==> config.mk <==
export PLATFORM = sky130hd
export DESIGN_NAME = div_subsystem
export DESIGN_NICKNAME = d
export VERILOG_FILES = /design/src/verilog/div_types_pkg.sv /design/src/verilog/div_bus_pkg.sv /design/src/verilog/div_operand_prep.sv /design/src/verilog/div_radix2_core.sv /design/src/verilog/div_result_fix.sv /design/src/verilog/div_unit_ctrl.sv /design/src/verilog/div_subsystem.sv
export SDC_FILE = /design/constraint.sdc
export NUM_CORES = 1
export LEC_CHECK = 0
export BUFFER_PORTS_ARGS = -buffer_cell sky130_fd_sc_hd__buf_2
export CAP_MARGIN = 20
export CORE_MARGIN = 10
export CORE_UTILIZATION = 40
export DETAILED_ROUTE_END_ITERATION = 12
export GPL_ROUTABILITY_DRIVEN = 0
export HOLD_SLACK_MARGIN = 0.08
export REMOVE_ABC_BUFFERS = 1
export SLEW_MARGIN = 10
export SYNTH_ARGS = -nofsm -noshare
export SYNTH_HDL_FRONTEND = slang
export SYNTH_HIERARCHICAL = 1
export SYNTH_SLANG_ARGS = --single-unit
==> constraint.sdc <==
create_clock -name CLK -period 27.7 [get_ports CLK]
set_input_delay 5.54 -clock CLK [delete_from_list [all_inputs] [get_ports CLK]]
set_output_delay 5.54 -clock CLK [all_outputs]
set_load 0.05 [all_outputs]
==> src/verilog/div_types_pkg.sv <==
// Arithmetic definitions shared by the divide unit and its testbench
package div_types_pkg;

	// Operand and result width of the RV32 integer datapath
	localparam int XLEN = 32;

	// Divide opcodes in the same encoding as the pipeline's funct3 low bits
	// Bit 0 set means the operands are unsigned
	// Bit 1 set means the remainder is returned instead of the quotient
	typedef enum logic [1:0] {
		DIV  = 2'd0,
		DIVU = 2'd1,
		REM  = 2'd2,
		REMU = 2'd3
	} div_op_e;

	// Operand classes for which RISC-V defines a fixed result
	// The divider core still runs for these, but its result is replaced
	typedef enum logic [1:0] {
		// Ordinary division, the core result is used
		SPEC_NONE     = 2'd0,
		// Divisor is zero, for signed and unsigned ops alike
		// Quotient becomes all ones and the remainder becomes the dividend
		SPEC_DIV_ZERO = 2'd1,
		// Signed op with the most negative dividend and a divisor of minus one
		// Quotient becomes the dividend and the remainder becomes zero
		SPEC_OVERFLOW = 2'd2
	} special_e;

endpackage

==> src/verilog/div_bus_pkg.sv <==
// Transport structures between the pipeline, the divide unit and its stages
package div_bus_pkg;

	// Request from the execute stage, transferred on a valid/ready handshake
	typedef struct packed {
		div_types_pkg::div_op_e         op;
		logic [div_types_pkg::XLEN-1:0] dividend;
		logic [div_types_pkg::XLEN-1:0] divisor;
	} div_req_t;

	// Response back to the pipeline, held stable under back-pressure
	typedef struct packed {
		logic [div_types_pkg::XLEN-1:0] result;
		// Set only when the divisor was zero
		logic                           div_by_zero;
	} div_rsp_t;

	// Registered output of operand preparation
	// The magnitudes feed the core, the remaining fields feed result fix-up
	typedef struct packed {
		logic [div_types_pkg::XLEN-1:0] abs_dividend;
		logic [div_types_pkg::XLEN-1:0] abs_divisor;
		div_types_pkg::div_op_e         op;
		logic                           neg_quot;
		logic                           neg_rem;
		div_types_pkg::special_e        spec;
		// Original dividend, needed for the divide-by-zero and overflow results
		logic [div_types_pkg::XLEN-1:0] dividend;
	} div_prep_t;

	// Unsigned results of the iterative core
	typedef struct packed {
		logic [div_types_pkg::XLEN-1:0] quotient;
		logic [div_types_pkg::XLEN-1:0] remainder;
	} core_out_t;

endpackage

==> src/verilog/div_operand_prep.sv <==
`timescale 1ns/1ps
module div_operand_prep (
	input  logic                   CLK,
	input  logic                   nrst,
	input  logic                   prep_load,
	input  div_bus_pkg::div_req_t  req,
	output div_bus_pkg::div_prep_t prep
);
	localparam int XLEN = div_types_pkg::XLEN;

	// Most negative signed value, the only dividend that can overflow
	localparam logic [XLEN-1:0] MOST_NEG = {1'b1, {(XLEN-1){1'b0}}};

	logic                   is_signed;
	logic                   dividend_neg;
	logic                   divisor_neg;
	div_bus_pkg::div_prep_t prep_next;

	// Bit 0 of the opcode marks the unsigned variants
	assign is_signed    = ~req.op[0];
	assign dividend_neg = is_signed & req.dividend[XLEN-1];
	assign divisor_neg  = is_signed & req.divisor[XLEN-1];

	always_comb begin
		prep_next.op       = req.op;
		prep_next.dividend = req.dividend;

		// Signs are stripped here so one unsigned core serves every opcode
		// The most negative value maps onto itself, which is the right magnitude
		prep_next.abs_dividend = dividend_neg ? (~req.dividend + 1'b1) : req.dividend;
		prep_next.abs_divisor  = divisor_neg ? (~req.divisor + 1'b1) : req.divisor;

		// Truncating division, the quotient is negative when the signs differ
		prep_next.neg_quot = dividend_neg ^ divisor_neg;
		// The remainder always carries the sign of the dividend
		prep_next.neg_rem  = dividend_neg;

		// Divide-by-zero takes precedence, it applies to unsigned ops too
		if (req.divisor == '0) begin
			prep_next.spec = div_types_pkg::SPEC_DIV_ZERO;
		end else if (is_signed && (req.dividend == MOST_NEG) && (req.divisor == '1)) begin
			prep_next.spec = div_types_pkg::SPEC_OVERFLOW;
		end else begin
			prep_next.spec = div_types_pkg::SPEC_NONE;
		end
	end

	// The request may change after the accepting edge, so it is captured here
	always_ff @(posedge CLK) begin
		if (!nrst) begin
			prep <= '0;
		end else if (prep_load) begin
			prep <= prep_next;
		end
	end

endmodule

==> src/verilog/div_radix2_core.sv <==
`timescale 1ns/1ps
module div_radix2_core #(
	parameter int BITS_PER_CYCLE = 4
) (
	input  logic                             CLK,
	input  logic                             nrst,
	input  logic                             core_start,
	input  logic [div_types_pkg::XLEN-1:0]   abs_dividend,
	input  logic [div_types_pkg::XLEN-1:0]   abs_divisor,
	output logic                             core_done,
	output div_bus_pkg::core_out_t           core_out
);
	localparam int XLEN  = div_types_pkg::XLEN;
	// Number of clock edges spent iterating on one division
	localparam int STEPS = XLEN / BITS_PER_CYCLE;
	localparam int CNT_W = $clog2(STEPS + 1);

	if (!(BITS_PER_CYCLE inside {1, 2, 4, 8})) begin : g_bad_bits_per_cycle
		$error("BITS_PER_CYCLE must be 1, 2, 4 or 8");
	end

	logic             running;
	logic [CNT_W-1:0] step_cnt;
	// Partial remainder
	logic [XLEN-1:0]  rem_q;
	// Dividend shifts out at the top while quotient bits shift in at the bottom
	logic [XLEN-1:0]  dvd_q;
	logic [XLEN-1:0]  dsr_q;
	logic [XLEN-1:0]  rem_step;
	logic [XLEN-1:0]  dvd_step;

	// Unrolled compare-subtract chain with one stage per quotient bit
	always_comb begin
		logic [XLEN:0] shifted;
		logic [XLEN:0] diff;
		rem_step = rem_q;
		dvd_step = dvd_q;
		for (int i = 0; i < BITS_PER_CYCLE; i++) begin
			// Bring down the next dividend bit into the partial remainder
			shifted = {rem_step, dvd_step[XLEN-1]};
			diff    = shifted - {1'b0, dsr_q};
			// When the borrow bit is clear the divisor fit and the quotient bit is one
			dvd_step = {dvd_step[XLEN-2:0], ~diff[XLEN]};
			if (!diff[XLEN]) begin
				rem_step = diff[XLEN-1:0];
			end else begin
				// Restoring step keeps the shifted value unchanged
				rem_step = shifted[XLEN-1:0];
			end
		end
	end

	// Step counter and done pulse
	always_ff @(posedge CLK) begin
		if (!nrst) begin
			running   <= 1'b0;
			step_cnt  <= '0;
			core_done <= 1'b0;
		end else begin
			core_done <= 1'b0;
			if (core_start) begin
				running  <= 1'b1;
				step_cnt <= CNT_W'(STEPS);
			end else if (running) begin
				step_cnt <= step_cnt - 1'b1;
				// Done is raised in the cycle after the last iterating edge
				if (step_cnt == CNT_W'(1)) begin
					running   <= 1'b0;
					core_done <= 1'b1;
				end
			end
		end
	end

	// Datapath registers hold their value after the last step until the next start
	always_ff @(posedge CLK) begin
		if (core_start) begin
			rem_q <= '0;
			dvd_q <= abs_dividend;
			dsr_q <= abs_divisor;
		end else if (running) begin
			rem_q <= rem_step;
			dvd_q <= dvd_step;
		end
	end

	// A zero divisor gives all ones and the dividend here and fix-up overrides both
	assign core_out.quotient  = dvd_q;
	assign core_out.remainder = rem_q;

	// The controller must wait for done before starting another division
	a_no_start_while_running: assert property (@(posedge CLK) disable iff (!nrst)
		core_start |-> !running);

endmodule

==> src/verilog/div_result_fix.sv <==
`timescale 1ns/1ps
module div_result_fix (
	input  logic                   CLK,
	input  logic                   nrst,
	input  logic                   fix_load,
	input  div_bus_pkg::div_prep_t prep,
	input  div_bus_pkg::core_out_t core_out,
	output div_bus_pkg::div_rsp_t  rsp
);
	localparam int XLEN = div_types_pkg::XLEN;

	logic                  want_rem;
	logic                  negate;
	logic [XLEN-1:0]       magnitude;
	logic [XLEN-1:0]       signed_result;
	div_bus_pkg::div_rsp_t rsp_next;

	// Bit 1 of the opcode selects REM and REMU
	assign want_rem  = prep.op[1];
	assign magnitude = want_rem ? core_out.remainder : core_out.quotient;
	assign negate    = want_rem ? prep.neg_rem : prep.neg_quot;

	// Sign is put back on the unsigned core result
	assign signed_result = negate ? (~magnitude + 1'b1) : magnitude;

	always_comb begin
		rsp_next.result      = signed_result;
		rsp_next.div_by_zero = 1'b0;
		case (prep.spec)
			div_types_pkg::SPEC_DIV_ZERO: begin
				// Quotient of all ones, remainder equal to the dividend
				rsp_next.result      = want_rem ? prep.dividend : '1;
				rsp_next.div_by_zero = 1'b1;
			end
			div_types_pkg::SPEC_OVERFLOW: begin
				// Quotient wraps to the dividend, remainder is zero
				rsp_next.result = want_rem ? '0 : prep.dividend;
			end
			default: begin
				rsp_next.result = signed_result;
			end
		endcase
	end

	// The response register stays unchanged until the next fix_load
	always_ff @(posedge CLK) begin
		if (!nrst) begin
			rsp <= '0;
		end else if (fix_load) begin
			rsp <= rsp_next;
		end
	end

endmodule

==> src/verilog/div_unit_ctrl.sv <==
`timescale 1ns/1ps
module div_unit_ctrl (
	input  logic CLK,
	input  logic nrst,
	input  logic req_valid,
	output logic req_ready,
	input  logic rsp_ready,
	output logic rsp_valid,
	output logic busy,
	input  logic core_done,
	output logic prep_load,
	output logic core_start,
	output logic fix_load
);
	// IDLE waits for a request
	// START kicks the core with the registered operands
	// DIVIDING waits for the core to finish
	// FIX registers the signed and corrected result
	// RESP presents the result until the pipeline takes it
	typedef enum logic [2:0] {
		IDLE     = 3'd0,
		START    = 3'd1,
		DIVIDING = 3'd2,
		FIX      = 3'd3,
		RESP     = 3'd4
	} state_e;

	state_e state;
	state_e state_next;
	logic   accept;

	// Only one division is in flight, so requests are taken in IDLE alone
	assign req_ready = (state == IDLE);
	assign accept    = req_ready & req_valid;

	assign prep_load  = accept;
	assign core_start = (state == START);
	assign fix_load   = (state == FIX);
	assign rsp_valid  = (state == RESP);

	// The stall is raised already in the accepting cycle so the pipeline
	// freezes on the same edge that hands the operands over
	assign busy = accept | (state != IDLE);

	always_comb begin
		state_next = state;
		case (state)
			IDLE: begin
				if (req_valid) begin
					state_next = START;
				end
			end
			START: begin
				state_next = DIVIDING;
			end
			DIVIDING: begin
				if (core_done) begin
					state_next = FIX;
				end
			end
			FIX: begin
				state_next = RESP;
			end
			RESP: begin
				// Back-pressure keeps the response and blocks new requests
				if (rsp_ready) begin
					state_next = IDLE;
				end
			end
			default: begin
				state_next = IDLE;
			end
		endcase
	end

	always_ff @(posedge CLK) begin
		if (!nrst) begin
			state <= IDLE;
		end else begin
			state <= state_next;
		end
	end

	// The core may only report completion while the controller waits for it
	a_done_while_dividing: assert property (@(posedge CLK) disable iff (!nrst)
		core_done |-> (state == DIVIDING));

endmodule

==> src/verilog/div_subsystem.sv <==
`timescale 1ns/1ps
module div_subsystem #(
	// Quotient bits retired per clock, latency is XLEN / BITS_PER_CYCLE + 3
	parameter int BITS_PER_CYCLE = 4
) (
	input  logic                  CLK,
	input  logic                  nrst,
	input  logic                  req_valid,
	input  div_bus_pkg::div_req_t req,
	output logic                  req_ready,
	output logic                  rsp_valid,
	output div_bus_pkg::div_rsp_t rsp,
	input  logic                  rsp_ready,
	output logic                  busy
);
	logic                   prep_load;
	logic                   core_start;
	logic                   core_done;
	logic                   fix_load;
	div_bus_pkg::div_prep_t prep;
	div_bus_pkg::core_out_t core_out;

	div_unit_ctrl u_ctrl (
		.CLK        (CLK),
		.nrst       (nrst),
		.req_valid  (req_valid),
		.req_ready  (req_ready),
		.rsp_ready  (rsp_ready),
		.rsp_valid  (rsp_valid),
		.busy       (busy),
		.core_done  (core_done),
		.prep_load  (prep_load),
		.core_start (core_start),
		.fix_load   (fix_load)
	);

	div_operand_prep u_prep (
		.CLK       (CLK),
		.nrst      (nrst),
		.prep_load (prep_load),
		.req       (req),
		.prep      (prep)
	);

	// Core sees only magnitudes, the sign information bypasses it to the fix stage
	div_radix2_core #(
		.BITS_PER_CYCLE (BITS_PER_CYCLE)
	) u_core (
		.CLK          (CLK),
		.nrst         (nrst),
		.core_start   (core_start),
		.abs_dividend (prep.abs_dividend),
		.abs_divisor  (prep.abs_divisor),
		.core_done    (core_done),
		.core_out     (core_out)
	);

	div_result_fix u_fix (
		.CLK      (CLK),
		.nrst     (nrst),
		.fix_load (fix_load),
		.prep     (prep),
		.core_out (core_out),
		.rsp      (rsp)
	);

endmodule

==> reports/metrics.csv <==
stage,metric,value,unit
detailed_routing,vias,19600,
timing,fin_crit,14.66,ns
timing,relSlewSlack,21.1,%
worst_hold_path,hp-class,reg -> reg,
clock_network,cts_made_buffers,24,
timing,finalCritPeriodShare,52.9,%
clock_network,ctsHoldBuffers,0,
setup_path,worstPathArrival,14.94,ns
detailed_routing,wire_per_inst,22.1,um
timing,setup_ws,13.04,ns
global_route,grt_use_total,22.1,%
detailed_routing,dr.first_iter.drc_count,1790,
setup_path,critical_path_class,reg -> reg,
finish,fin_nets,2681,
clock_network,cts_root_buffer,clkbuf_16,
timing,worst_slew_pin_slew,1.18,ns
timing,skew,0.0192,ns
global_route,grt_max_degree,88,
global_route,grt_pass1_vias,18700,
finish,syn_to_final_growth,9.32,%
timing,setup_viol,0,
clock_network,cts_tree,built,
setup_path,crit_top_cell,a21oi_1,
floorplanning,start_util,40.5,%
detailed_routing,ant_nets,0,
setup_path,crit_path_end_kind,flop,
timing,hold_slack,0.426,ns
timing,slew_viol_final,0,
setup_path,crit_path_max_fanout,57,
clock_network,cts.path.max_buffers,3,
global_route,antenna_found_initial,9,
timing,fmax,0.0682,GHz
setup_path,cp.depth,48,
synthesis,synth.avg_cell_area,8.32,sq um
synthesis,ys_warn_count,6,
setup_path,crit_path_top_delay_cell,a21oi_1,
synthesis,synthCells,2444,
detailed_routing,viasPerCell,6.21,
run,maxCapViolations,0,
setup_path,critPathMaxStageDelay,0.58,ns
setup_path,cp-start-kind,flop,
floorplanning,io_pins,106,
floorplanning,dieArea,60200,sq um
floorplanning,die_x,245,um
timing,finalSetupTns,0,ns
placed_design,dp_cells,3115,
placed_design,portBuffers,105,
setup_path,critical-path-top-delay-family,compound AO/OA/AOI/OAI gates,
detailed_routing,drtPass1Iterations,7,
clock_network,clk_pin_slew,0.07,ns
clock_network,post_cts_resized,0,
finish,finalNonFillerCells,3163,
floorplanning,rows,82,
finish,fillCellCount,4965,
floorplanning,die_y,245,um
clock_network,cts.sinks,238,
global_route,grt_pass1_wl,107,mm
placed_design,post-place-ws,13.24,ns
timing,rsz0062_at_grt,no,
worst_hold_path,holdPathStages,0,
clock_network,htree_levels,1,
floorplanning,core-area,50200,sq um
detailed_routing,finalWirelength,69.9,mm
run_status,status,"finished, final reports clean",
clock_network,worstSkewPairLatency,0.54,ns
global_route,gr-total-overflow,0,
setup_path,critical_path_buf_inv_count,6,
setup_path,crit_required,27.99,ns
clock_network,post_cts_buffers,0,
synthesis,netlist_area,20300,sq um
detailed_routing,drc,0,
timing,hold_viol,0,
placed_design,hpwl,52.8,mm
setup_path,reg2reg_depth,48,
finish,drive_gt1_share,13.3,%
setup_path,reg2reg_slack,13.04,ns
## path summary, 6_finish.rpt
check / startpoint / to
setup / recovery: u_core/dsr_q[1]$_DFFE_PP_ / u_core/dvd_q[0]$_DFFE_PP_
hold / removal: u_prep/prep[54]$_SDFFE_PN0P_ / u_core/dsr_q[16]$_DFFE_PP_
setup reg to reg: u_core/dsr_q[1]$_DFFE_PP_ / u_core/dvd_q[0]$_DFFE_PP_
hold reg to reg: u_prep/prep[54]$_SDFFE_PN0P_ / u_core/dsr_q[16]$_DFFE_PP_
## layout make-up
type | instances | area, sq um | share of cell area [%]
multi-input combinational | 1985 | 14100 | 63.3
sequential | 238 | 5410 | 24.3
tap | 672 | 841 | 3.78
timing repair buffer | 134 | 742 | 3.34
clock buffer | 26 | 629 | 2.83
inverter | 88 | 330 | 1.49
clock inverter | 18 | 199 | 0.895
antenna | 2 | 5.00 | 0.0225
## per-layer routing
metal / wire (um) / global-route usage, % / part of all wire (%)
met1: 29800 / 28.1 / 43
met2: 31600 / 36.1 / 45
met4: 3380 / 10.2 / 4.8
met3: 4960 / 3.38 / 7.1
met5: 108 / 0 / 0.15
## state kept, by name, indices dropped and copies added (netlist names)
signal,flops
u_prep/prep,100
u_fix/rsp,33
u_core/dsr_q,32
u_core/dvd_q,32
u_core/rem_q,32
u_core/step_cnt,4
u_ctrl/state,3
u_core/core_done,1
u_core/running,1
## metrics by stage
| step | utilization, % | instance area, sq um |
|---|---|---|
| finish | 44.3 | 22200 |
| global route | 44.3 | 22200 |
| CTS | 44.3 | 22200 |
| detailed placement | 42.6 | 21400 |
| global placement | 42.6 | 21400 |
| floorplan | - | 19700 |
## cell usage in the layout, fill, tap and decap left out, drive strengths merged, types with 10 or more instances in the layout
cell type  count
o21ai        170
and3          25
nand2b        37
dfxtp        174
o221ai        10
nor2b         19
edfxtp        64
a22oi         18
nand4         40
buf          132
a21o          61
nor2         210
or3           27
mux2         102
xor2          49
ha           136
nand2        123
mux2i         69
o21bai        18
a21oi        182
o21a          26
a31oi         44
nor3          59
a311oi        27
or4           27
nor3b         19
inv           87
nand3         89
o211ai        22
or2           13
a2111oi       13
clkinv        13
xnor2        106
nor4          40
a211o         16
clkbuf        28
a221oi        12
o31ai         18
a211oi        35
Power is left out: the tool's default activity adds up to more than one toggle a clock period on the data nets, which glitch-free logic cannot reach.
